## src/hdl/flit_pkg.sv

```systemverilog
package flit_pkg;

    localparam int NODE_W    = 2;                       // Node id width.
    localparam int PAYLOAD_W = 16;                      // Payload field width.

    // Flit type doubles as the packet opcode.
    typedef enum logic [1:0] {
        FLIT_HEAD   = 2'b00,                            // First flit of a multi-flit packet.
        FLIT_BODY   = 2'b01,                            // Middle flit.
        FLIT_TAIL   = 2'b10,                            // Last flit, releases the path.
        FLIT_SINGLE = 2'b11                             // Head and tail in one flit.
    } flit_type_e;

    // 22 bits in total, type in the top bits.
    typedef struct packed {
        flit_type_e             flit_type;
        logic [NODE_W-1:0]      src;                    // Injecting node.
        logic [NODE_W-1:0]      dest;                   // Target node, repeated in every flit.
        logic [PAYLOAD_W-1:0]   payload;
    } flit_t;

endpackage

```

## src/hdl/route_pkg.sv

```systemverilog
package route_pkg;

    import flit_pkg::*;

    localparam int NUM_NODES = 4;                       // Routers in the network.
    localparam int PORT_W    = 2;                       // Wide enough for three outputs.

    // Input ports per node: local plus incoming links.
    function automatic int num_in_ports(input int node);
        case (node)
            2:       return 3;                          // Fed by nodes 0 and 1.
            default: return 2;
        endcase
    endfunction

    // Output ports per node: local plus outgoing links.
    function automatic int num_out_ports(input int node);
        case (node)
            3:       return 3;                          // Feeds nodes 0 and 1.
            default: return 2;
        endcase
    endfunction

    // Fixed routing table for the ring-like topology.
    //   0 -> 2, 1 -> 2, 2 -> 3, 3 -> 0 and 1
    function automatic logic [PORT_W-1:0] out_port(input int node,
                                                   input logic [NODE_W-1:0] dest);
        if (int'(dest) == node) begin
            return PORT_W'(0);                          // Eject to the local endpoint.
        end
        if (node == 3) begin
            if (dest == NODE_W'(0)) begin
                return PORT_W'(1);                      // Direct link to node 0.
            end
            return PORT_W'(2);                          // Everything else goes via node 1.
        end
        return PORT_W'(1);                              // Single outgoing link.
    endfunction

endpackage

```

## src/hdl/input_fifo.sv

```systemverilog
`timescale 1ns/1ps

module input_fifo #(
    parameter int BUFFER_SIZE = 8
) (
    input  logic            clk,
    input  logic            rst_n,
    input  flit_pkg::flit_t wr_flit,
    input  logic            wr_valid,
    output flit_pkg::flit_t head_flit,
    output logic            head_valid,
    input  logic            pop,
    output logic            credit
);

    import flit_pkg::*;

    localparam int PTR_W = (BUFFER_SIZE > 1) ? $clog2(BUFFER_SIZE) : 1;
    localparam int CNT_W = $clog2(BUFFER_SIZE + 1);

    flit_t            mem [BUFFER_SIZE];
    logic [PTR_W-1:0] wr_ptr;
    logic [PTR_W-1:0] rd_ptr;
    logic [CNT_W-1:0] count;

    assign head_flit  = mem[rd_ptr];                    // Oldest flit.
    assign head_valid = (count != '0);

    // Upstream only sends with credit, so a write never finds the buffer full.
    always_ff @(posedge clk) begin
        if (wr_valid) begin
            mem[wr_ptr] <= wr_flit;
        end
    end

    always_ff @(posedge clk or negedge rst_n) begin
        if (!rst_n) begin
            wr_ptr <= '0;
            rd_ptr <= '0;
            count  <= '0;
            credit <= 1'b0;
        end else begin
            credit <= pop;                              // One credit per freed slot.
            if (wr_valid) begin
                wr_ptr <= (wr_ptr == PTR_W'(BUFFER_SIZE - 1)) ? '0 : wr_ptr + 1'b1;
            end
            if (pop) begin
                rd_ptr <= (rd_ptr == PTR_W'(BUFFER_SIZE - 1)) ? '0 : rd_ptr + 1'b1;
            end
            count <= count + CNT_W'(wr_valid) - CNT_W'(pop);
        end
    end

endmodule

```

## src/hdl/noc_top.sv

```systemverilog
`timescale 1ns/1ps

module noc_top #(
    parameter int BUFFER_SIZE = 8
) (
    input  logic            clk,
    input  logic            rst_n,
    input  flit_pkg::flit_t in_flit [route_pkg::NUM_NODES],
    input  logic            in_valid [route_pkg::NUM_NODES],
    output logic            in_credit [route_pkg::NUM_NODES],
    output flit_pkg::flit_t out_flit [route_pkg::NUM_NODES],
    output logic            out_valid [route_pkg::NUM_NODES],
    input  logic            out_credit [route_pkg::NUM_NODES]
);

    import flit_pkg::*;
    import route_pkg::*;

    localparam int R0_IN  = num_in_ports(0);
    localparam int R0_OUT = num_out_ports(0);
    localparam int R1_IN  = num_in_ports(1);
    localparam int R1_OUT = num_out_ports(1);
    localparam int R2_IN  = num_in_ports(2);
    localparam int R2_OUT = num_out_ports(2);
    localparam int R3_IN  = num_in_ports(3);
    localparam int R3_OUT = num_out_ports(3);

    flit_t r0_in_flit [R0_IN];
    logic  r0_in_valid [R0_IN];
    logic  r0_in_credit [R0_IN];
    flit_t r0_out_flit [R0_OUT];
    logic  r0_out_valid [R0_OUT];
    logic  r0_out_credit [R0_OUT];

    flit_t r1_in_flit [R1_IN];
    logic  r1_in_valid [R1_IN];
    logic  r1_in_credit [R1_IN];
    flit_t r1_out_flit [R1_OUT];
    logic  r1_out_valid [R1_OUT];
    logic  r1_out_credit [R1_OUT];

    flit_t r2_in_flit [R2_IN];
    logic  r2_in_valid [R2_IN];
    logic  r2_in_credit [R2_IN];
    flit_t r2_out_flit [R2_OUT];
    logic  r2_out_valid [R2_OUT];
    logic  r2_out_credit [R2_OUT];

    flit_t r3_in_flit [R3_IN];
    logic  r3_in_valid [R3_IN];
    logic  r3_in_credit [R3_IN];
    flit_t r3_out_flit [R3_OUT];
    logic  r3_out_valid [R3_OUT];
    logic  r3_out_credit [R3_OUT];

    router #(.NODE(0), .NUM_IN(R0_IN), .NUM_OUT(R0_OUT), .BUFFER_SIZE(BUFFER_SIZE)) i_router0 (
        .clk(clk), .rst_n(rst_n),
        .in_flit(r0_in_flit), .in_valid(r0_in_valid), .in_credit(r0_in_credit),
        .out_flit(r0_out_flit), .out_valid(r0_out_valid), .out_credit(r0_out_credit)
    );

    router #(.NODE(1), .NUM_IN(R1_IN), .NUM_OUT(R1_OUT), .BUFFER_SIZE(BUFFER_SIZE)) i_router1 (
        .clk(clk), .rst_n(rst_n),
        .in_flit(r1_in_flit), .in_valid(r1_in_valid), .in_credit(r1_in_credit),
        .out_flit(r1_out_flit), .out_valid(r1_out_valid), .out_credit(r1_out_credit)
    );

    router #(.NODE(2), .NUM_IN(R2_IN), .NUM_OUT(R2_OUT), .BUFFER_SIZE(BUFFER_SIZE)) i_router2 (
        .clk(clk), .rst_n(rst_n),
        .in_flit(r2_in_flit), .in_valid(r2_in_valid), .in_credit(r2_in_credit),
        .out_flit(r2_out_flit), .out_valid(r2_out_valid), .out_credit(r2_out_credit)
    );

    router #(.NODE(3), .NUM_IN(R3_IN), .NUM_OUT(R3_OUT), .BUFFER_SIZE(BUFFER_SIZE)) i_router3 (
        .clk(clk), .rst_n(rst_n),
        .in_flit(r3_in_flit), .in_valid(r3_in_valid), .in_credit(r3_in_credit),
        .out_flit(r3_out_flit), .out_valid(r3_out_valid), .out_credit(r3_out_credit)
    );

    // Router 0: local, and the link from node 3.
    assign r0_in_flit[0]    = in_flit[0];
    assign r0_in_valid[0]   = in_valid[0];
    assign r0_in_flit[1]    = r3_out_flit[1];           // Link 3.out1 -> 0.in1.
    assign r0_in_valid[1]   = r3_out_valid[1];
    assign r0_out_credit[0] = out_credit[0];
    assign r0_out_credit[1] = r2_in_credit[1];

    // Router 1.
    assign r1_in_flit[0]    = in_flit[1];
    assign r1_in_valid[0]   = in_valid[1];
    assign r1_in_flit[1]    = r3_out_flit[2];           // Link 3.out2 -> 1.in1.
    assign r1_in_valid[1]   = r3_out_valid[2];
    assign r1_out_credit[0] = out_credit[1];
    assign r1_out_credit[1] = r2_in_credit[2];

    // Router 2 merges traffic from nodes 0 and 1
    assign r2_in_flit[0]    = in_flit[2];
    assign r2_in_valid[0]   = in_valid[2];
    assign r2_in_flit[1]    = r0_out_flit[1];           // Link 0.out1 -> 2.in1.
    assign r2_in_valid[1]   = r0_out_valid[1];
    assign r2_in_flit[2]    = r1_out_flit[1];           // Link 1.out1 -> 2.in2.
    assign r2_in_valid[2]   = r1_out_valid[1];
    assign r2_out_credit[0] = out_credit[2];
    assign r2_out_credit[1] = r3_in_credit[1];

    // Router 3.
    assign r3_in_flit[0]    = in_flit[3];
    assign r3_in_valid[0]   = in_valid[3];
    assign r3_in_flit[1]    = r2_out_flit[1];           // Link 2.out1 -> 3.in1.
    assign r3_in_valid[1]   = r2_out_valid[1];
    assign r3_out_credit[0] = out_credit[3];
    assign r3_out_credit[1] = r0_in_credit[1];
    assign r3_out_credit[2] = r1_in_credit[1];

    // Endpoint side.
    assign in_credit[0] = r0_in_credit[0];
    assign in_credit[1] = r1_in_credit[0];
    assign in_credit[2] = r2_in_credit[0];
    assign in_credit[3] = r3_in_credit[0];
    assign out_flit[0]  = r0_out_flit[0];
    assign out_flit[1]  = r1_out_flit[0];
    assign out_flit[2]  = r2_out_flit[0];
    assign out_flit[3]  = r3_out_flit[0];
    assign out_valid[0] = r0_out_valid[0];
    assign out_valid[1] = r1_out_valid[0];
    assign out_valid[2] = r2_out_valid[0];
    assign out_valid[3] = r3_out_valid[0];

endmodule

```

## src/hdl/output_arbiter.sv

```systemverilog
`timescale 1ns/1ps

module output_arbiter #(
    parameter int NUM_IN      = 2,
    parameter int BUFFER_SIZE = 8
) (
    input  logic            clk,
    input  logic            rst_n,
    input  logic            req [NUM_IN],
    input  flit_pkg::flit_t head_flit [NUM_IN],
    output logic            grant [NUM_IN],
    output flit_pkg::flit_t link_flit,
    output logic            link_valid,
    input  logic            link_credit
);

    import flit_pkg::*;

    localparam int IDX_W = (NUM_IN > 1) ? $clog2(NUM_IN) : 1;
    localparam int CNT_W = $clog2(BUFFER_SIZE + 1);

    logic [IDX_W-1:0] last_idx;                         // Most recent winner.
    logic [IDX_W-1:0] lock_idx;                         // Input owning the link mid-packet.
    logic [IDX_W-1:0] sel_idx;
    logic             locked;
    logic             any_grant;
    logic [CNT_W-1:0] credits;                          // Free slots downstream.
    flit_t            sel_flit;

    // Pick a winner, starting one past the last one.
    always_comb begin
        sel_idx   = last_idx;
        any_grant = 1'b0;
        if (credits != '0) begin
            if (locked) begin
                sel_idx   = lock_idx;                   // Wormhole, stay on the packet.
                any_grant = req[lock_idx];
            end else begin
                for (int k = 1; k <= NUM_IN; k++) begin
                    if (!any_grant && req[(int'(last_idx) + k) % NUM_IN]) begin
                        sel_idx   = IDX_W'((int'(last_idx) + k) % NUM_IN);
                        any_grant = 1'b1;
                    end
                end
            end
        end
    end

    always_comb begin
        for (int i = 0; i < NUM_IN; i++) begin
            grant[i] = any_grant && (sel_idx == IDX_W'(i));
        end
    end

    assign sel_flit = head_flit[sel_idx];

    always_ff @(posedge clk or negedge rst_n) begin
        if (!rst_n) begin
            last_idx   <= '0;
            lock_idx   <= '0;
            locked     <= 1'b0;
            credits    <= CNT_W'(BUFFER_SIZE);          // Downstream buffer starts empty.
            link_valid <= 1'b0;
        end else begin
            link_valid <= any_grant;
            credits    <= credits - CNT_W'(any_grant) + CNT_W'(link_credit);
            if (any_grant) begin
                last_idx <= sel_idx;
                if (sel_flit.flit_type == FLIT_HEAD) begin
                    locked   <= 1'b1;
                    lock_idx <= sel_idx;
                end else if (sel_flit.flit_type == FLIT_TAIL) begin
                    locked <= 1'b0;                     // Packet done, reopen arbitration.
                end
            end
        end
    end

    // Output flit register, qualified by link_valid.
    always_ff @(posedge clk) begin
        if (any_grant) begin
            link_flit <= sel_flit;
        end
    end

endmodule

```

## src/hdl/router.sv

```systemverilog
`timescale 1ns/1ps

module router #(
    parameter int NODE        = 0,
    parameter int NUM_IN      = 2,
    parameter int NUM_OUT     = 2,
    parameter int BUFFER_SIZE = 8
) (
    input  logic            clk,
    input  logic            rst_n,
    input  flit_pkg::flit_t in_flit [NUM_IN],
    input  logic            in_valid [NUM_IN],
    output logic            in_credit [NUM_IN],
    output flit_pkg::flit_t out_flit [NUM_OUT],
    output logic            out_valid [NUM_OUT],
    input  logic            out_credit [NUM_OUT]
);

    import flit_pkg::*;
    import route_pkg::*;

    flit_t             head_flit [NUM_IN];
    logic              head_valid [NUM_IN];
    logic              pop [NUM_IN];
    logic [PORT_W-1:0] dest_port [NUM_IN];              // Routed output per FIFO head.
    logic              req [NUM_OUT][NUM_IN];
    logic              grant [NUM_OUT][NUM_IN];

    // Input buffers.
    for (genvar i = 0; i < NUM_IN; i++) begin : g_in
        input_fifo #(
            .BUFFER_SIZE(BUFFER_SIZE)
        ) i_fifo (
            .clk(clk),
            .rst_n(rst_n),
            .wr_flit(in_flit[i]),
            .wr_valid(in_valid[i]),
            .head_flit(head_flit[i]),
            .head_valid(head_valid[i]),
            .pop(pop[i]),
            .credit(in_credit[i])
        );
    end

    // Route lookup on every head.
    always_comb begin
        for (int i = 0; i < NUM_IN; i++) begin
            dest_port[i] = out_port(NODE, head_flit[i].dest);
        end
    end

    always_comb begin
        for (int o = 0; o < NUM_OUT; o++) begin
            for (int i = 0; i < NUM_IN; i++) begin
                req[o][i] = head_valid[i] && (dest_port[i] == PORT_W'(o));
            end
        end
    end

    // A head requests one output only, so OR of grants is safe.
    always_comb begin
        for (int i = 0; i < NUM_IN; i++) begin
            pop[i] = 1'b0;
            for (int o = 0; o < NUM_OUT; o++) begin
                pop[i] = pop[i] | grant[o][i];
            end
        end
    end

    // Output arbiters, which also form the crossbar mux.
    for (genvar o = 0; o < NUM_OUT; o++) begin : g_out
        output_arbiter #(
            .NUM_IN(NUM_IN),
            .BUFFER_SIZE(BUFFER_SIZE)
        ) i_arb (
            .clk(clk),
            .rst_n(rst_n),
            .req(req[o]),
            .head_flit(head_flit),
            .grant(grant[o]),
            .link_flit(out_flit[o]),
            .link_valid(out_valid[o]),
            .link_credit(out_credit[o])
        );
    end

endmodule

```

## config.mk

```make
export PLATFORM = sky130hd
export DESIGN_NAME = noc_top
export DESIGN_NICKNAME = d
export VERILOG_FILES = /design/src/hdl/flit_pkg.sv /design/src/hdl/route_pkg.sv /design/src/hdl/input_fifo.sv /design/src/hdl/noc_top.sv /design/src/hdl/output_arbiter.sv /design/src/hdl/router.sv
export SDC_FILE = /design/constraint.sdc
export NUM_CORES = 2
export LEC_CHECK = 0
export ABC_AREA = 0
export BUFFER_PORTS_ARGS = -buffer_cell sky130_fd_sc_hd__buf_2
export CAP_MARGIN = 20
export CORE_UTILIZATION = 40
export DETAILED_ROUTE_END_ITERATION = 10
export GPL_TIMING_DRIVEN = 0
export PLACE_DENSITY = 0.63
export RECOVER_POWER = 100
export SETUP_SLACK_MARGIN = 0.15
export SLEW_MARGIN = 20
export SYNTH_ARGS = -nofsm -noshare
export SYNTH_HDL_FRONTEND = slang
export SYNTH_HIERARCHICAL = 1
export SYNTH_SLANG_ARGS = --single-unit
```

## constraint.sdc

```tcl
create_clock -name clk -period 12.5 [get_ports clk]
set_input_delay 3.75 -clock clk [delete_from_list [all_inputs] [get_ports clk]]
set_output_delay 3.75 -clock clk [all_outputs]
set_load 0.05 [all_outputs]
```

==> impl_metrics.toml <==
[floorplan]
io_pins = 194
die_h_um = 450
die_area_um2 = 202000
initial_utilization = 0.404
core_area_um2 = 198000
chipWidth_um = 450
num_rows = 163

[worst_setup_path]
path_delay_family = "simple AND/OR/NAND/NOR gates"
cp-start-kind = "flop"
crit_type = "flop to flop"
cp_slowest_cell = "a21boi_0"
cp.required_ns = 13.24
endpoint_kind = "flop"
cp_cell_sequence = "clkbuf_1 -> clkbuf_1 -> mux4_2 -> nand2_1 -> nand2_1 -> a21boi_0 -> or2_0 -> nor4_1 -> or4_1 -> o21ai_0 -> clkbuf_1 -> nor3_1 -> or2_0 -> ha_1 -> inv_1 -> ha_1 -> fa_1 -> xor2_1"
cp_common_cell = "clkbuf_1"
worst-path-max-fanout = 10
path_buf_inv = 4
crit_arrival_ns = 7.86
cp_slowest_stage_delay_ns = 0.87

[synthesis]
syn_area_per_cell_um2 = 18.4
synth_edf_count = 1782
syn_nets = 4599
ys_types = 88
yosys_warnings = 6
ys.flop_type = "edfxtp_1"
yosys.area.top_type = "edfxtp_1"
synthTopCellsByArea = "edfxtp_1 67%, mux4_2 9.9%, dfrtp_1 5.2%"
netlist_instances = 4349
synth_seq_cells = 1957
async_flop_share = 0.0894
synthDominantCellAreaShare = 0.667
syn_area_um2 = 80200
ys_seq_area_frac = 0.722

[drt]
viasPerCell = 5.32
totalWireLength_um = 188000
dr.pass1.iters = 5
wl_per_cell_um = 24.5
drcViolationCount = 0
ant_nets = 0
dr_total_vias = 40800
drt_iter0_drc = 3645

[placed_design]
numPortBuffers = 193
gp_congestion = 0.812
post-dp-hpwl_um = 132000

[clocking]
cts_hold_buf = 0
numClockSinks = 1957
cts_max_path_buffers = 3
cts_max_level = 4
post_cts_buffers = 0
worstSkewPairLatency_ns = 0.87
cts-resized-gates = 0
root_buffer = "clkbuf_16"
cts_buffers = 196
clkTransAtPathRegs_ns = 0.06
cts_tree = "built"

[grt]
first_global_vias = 41400
antenna_found_initial = 12
grt_overflow_total = 0
grt_pass1_wl_um = 277000
grt_start_max_net_pins = 62
grt.total_usage = 0.185

[pwr]
irDropWorstVdd_mv = 0.130
p_int_mw = 14.5
pwr_density_cell_nw_per_um2 = 245
total_power_mw = 22.3
power_frac_clock = 0.266
switching_share = 0.348
p_seq_frac = 0.412
pwr-share-comb = 0.322
power_switching_mw = 7.76
p_leak_nw = 31.1

[cells_and_area]
drive_gt1_frac = 0.176
multi_input_area_um2 = 20100
final_common_cell = "edfxtp_1"
fillCellCount = 16900
regArea_um2 = 57900
syn_to_final_growth_pct = 13.5
nNetsFinal = 5104
final_cell_mix = "1782 x edfxtp_1, 679 x nand2_1, 397 x clkbuf_1, 351 x mux4_2, 197 x clkbuf_16"

[timing]
grt_setup_unrepaired = "no"
fmax_mhz = 140
tightest_slew_ns = 4.10
maxSlewHeadroom = -1.73
hold_viol = 0
fin_crit_ns = 7.12
setup_viol = 0
fin_skew_ns = 0.0593
slew_viol_final = 165
setup_tns_ns = 0
fin_crit_sh = 0.570

[status]
status = "finished with violations"
violations = "max-capacitance violations, max-slew violations"

[worst_hold_path]
hp-class = "flop to flop"

[flow_run]
max-cap-violations = 9
## state kept, by name, summed over array words and instances, names as in the netlist, 12 cells and up
register,count
i_router0/g_in.i_fifo/mem,352
i_router0/g_out.i_arb/link_flit,44
i_router1/g_in.i_fifo/mem,352
i_router1/g_out.i_arb/link_flit,44
i_router2/g_in.i_fifo/count,12
i_router2/g_in.i_fifo/mem,528
i_router2/g_out.i_arb/link_flit,44
i_router3/g_in.i_fifo/mem,352
i_router3/g_out.i_arb/credits,12
i_router3/g_out.i_arb/link_flit,66
## per-layer routing
layer	vias to the layer above	part of all wire	global-route usage
met4	4	0.028	0.0544
met2	1153	0.50	0.310
met5	-	0.00014	0
met3	269	0.055	0.0283
li1	18000	-	-
met1	21400	0.42	0.251
## cell families after synthesis
| group | synth area share |
|---|---|
| muxes | 0.146 |
| buffers and inverters | 0.0256 |
| AOI/OAI and AO/OA | 0.0253 |
| DFF | 0.722 |
| adders and majority gates | 0.0254 |
| and+or+nand+nor | 0.0520 |
| xor gates and xnor gates | 0.00393 |
## through the flow
stage               hold WS [ns]  std cells  worst slack (ns)  utilization  cell area [µm²]
floorplan                  0.456       4349              6.69            -            80200
global placement           0.470       7182              3.69        0.426            84400
detailed placement         0.472       7296              6.89        0.438            86900
CTS                        0.486       7663              6.87        0.471            93400
global route               0.514       7664              4.88        0.459            91000
finish                     0.484       7665              5.38        0.459            91000
## power by group through the flow
| stage | Sequential (mW) | Clock (mW) | Combinational, mW |
|---|---|---|---|
| after floorplan | 9.62 | 0 | 4.41 |
| after global placement | 9.32 | 0 | 7.35 |
| after detailed placement | 9.31 | 0 | 7.79 |
| after CTS | 9.18 | 6.05 | 7.83 |
| after global routing | 9.29 | 6.30 | 7.73 |
| final | 9.19 | 5.93 | 7.19 |
## path summary, 6_finish.rpt
path	startpoint	to	slack (ns)	cells after the start
worst max register to register	i_router2/g_in[1].i_fifo/rd_ptr[2]	i_router2/g_in[0].i_fifo/count[2]	5.38	18
min in group asynchronous	rst_n	i_router3/g_out[0].i_arb/link_valid	4.28	1
max in group asynchronous	rst_n	i_router2/g_in[0].i_fifo/rd_ptr[0]	5.82	1
worst min-delay path	i_router0/g_in[1].i_fifo/credit	i_router3/g_out[1].i_arb/credits[0]	0.48	1
worst min register to register	i_router0/g_in[1].i_fifo/credit	i_router3/g_out[1].i_arb/credits[0]	0.48	1
worst max-delay path	i_router2/g_in[1].i_fifo/rd_ptr[2]	i_router2/g_in[0].i_fifo/count[2]	5.38	18
## synthesized netlist by cell type, types with 9 or more instances
cell type	number
a21oi_1	48
edfxtp_1	1782
a2111o_1	12
ha_1	134
a21o_1	33
buf_8	9
mux2i_1	48
mux2_2	180
dfrtp_1	166
nand2_1	679
mux4_2	351
dfstp_2	9
nand3_1	22
nand2b_1	31
o21ai_0	52
inv_1	176
nor3_1	34
buf_2	80
buf_6	12
a31oi_1	14
o21ai_1	21
fa_1	18
nor4_1	9
clkbuf_1	19
xor2_1	28
buf_12	27
nor2_1	91
mux4_1	45
buf_4	15
nand3b_1	25
## worst register-to-register path, cell delays in order, from the launching register on
cell,delay (ns)
dfrtp_1,0.35
clkbuf_1,0.43
clkbuf_1,0.57
mux4_2,0.40
nand2_1,0.09
nand2_1,0.18
a21boi_0,0.87
or2_0,0.29
nor4_1,0.09
or4_1,0.57
o21ai_0,0.80
clkbuf_1,0.64
nor3_1,0.09
or2_0,0.48
ha_1,0.40
inv_1,0.04
ha_1,0.20
fa_1,0.38
xor2_1,0.15
## area by class of cell
class | instances | share of cell area
buffer | 162 | 0.0141
multi-input combinational | 2054 | 0.221
inverter | 176 | 0.00726
sequential | 1957 | 0.636
clock buffer | 258 | 0.0580
timing repair buffer | 307 | 0.0132
antenna | 2 | 0.0000550
tap | 2640 | 0.0363
clock inverter | 109 | 0.0140
No activity file was read; power rests on OpenSTA's default activity.
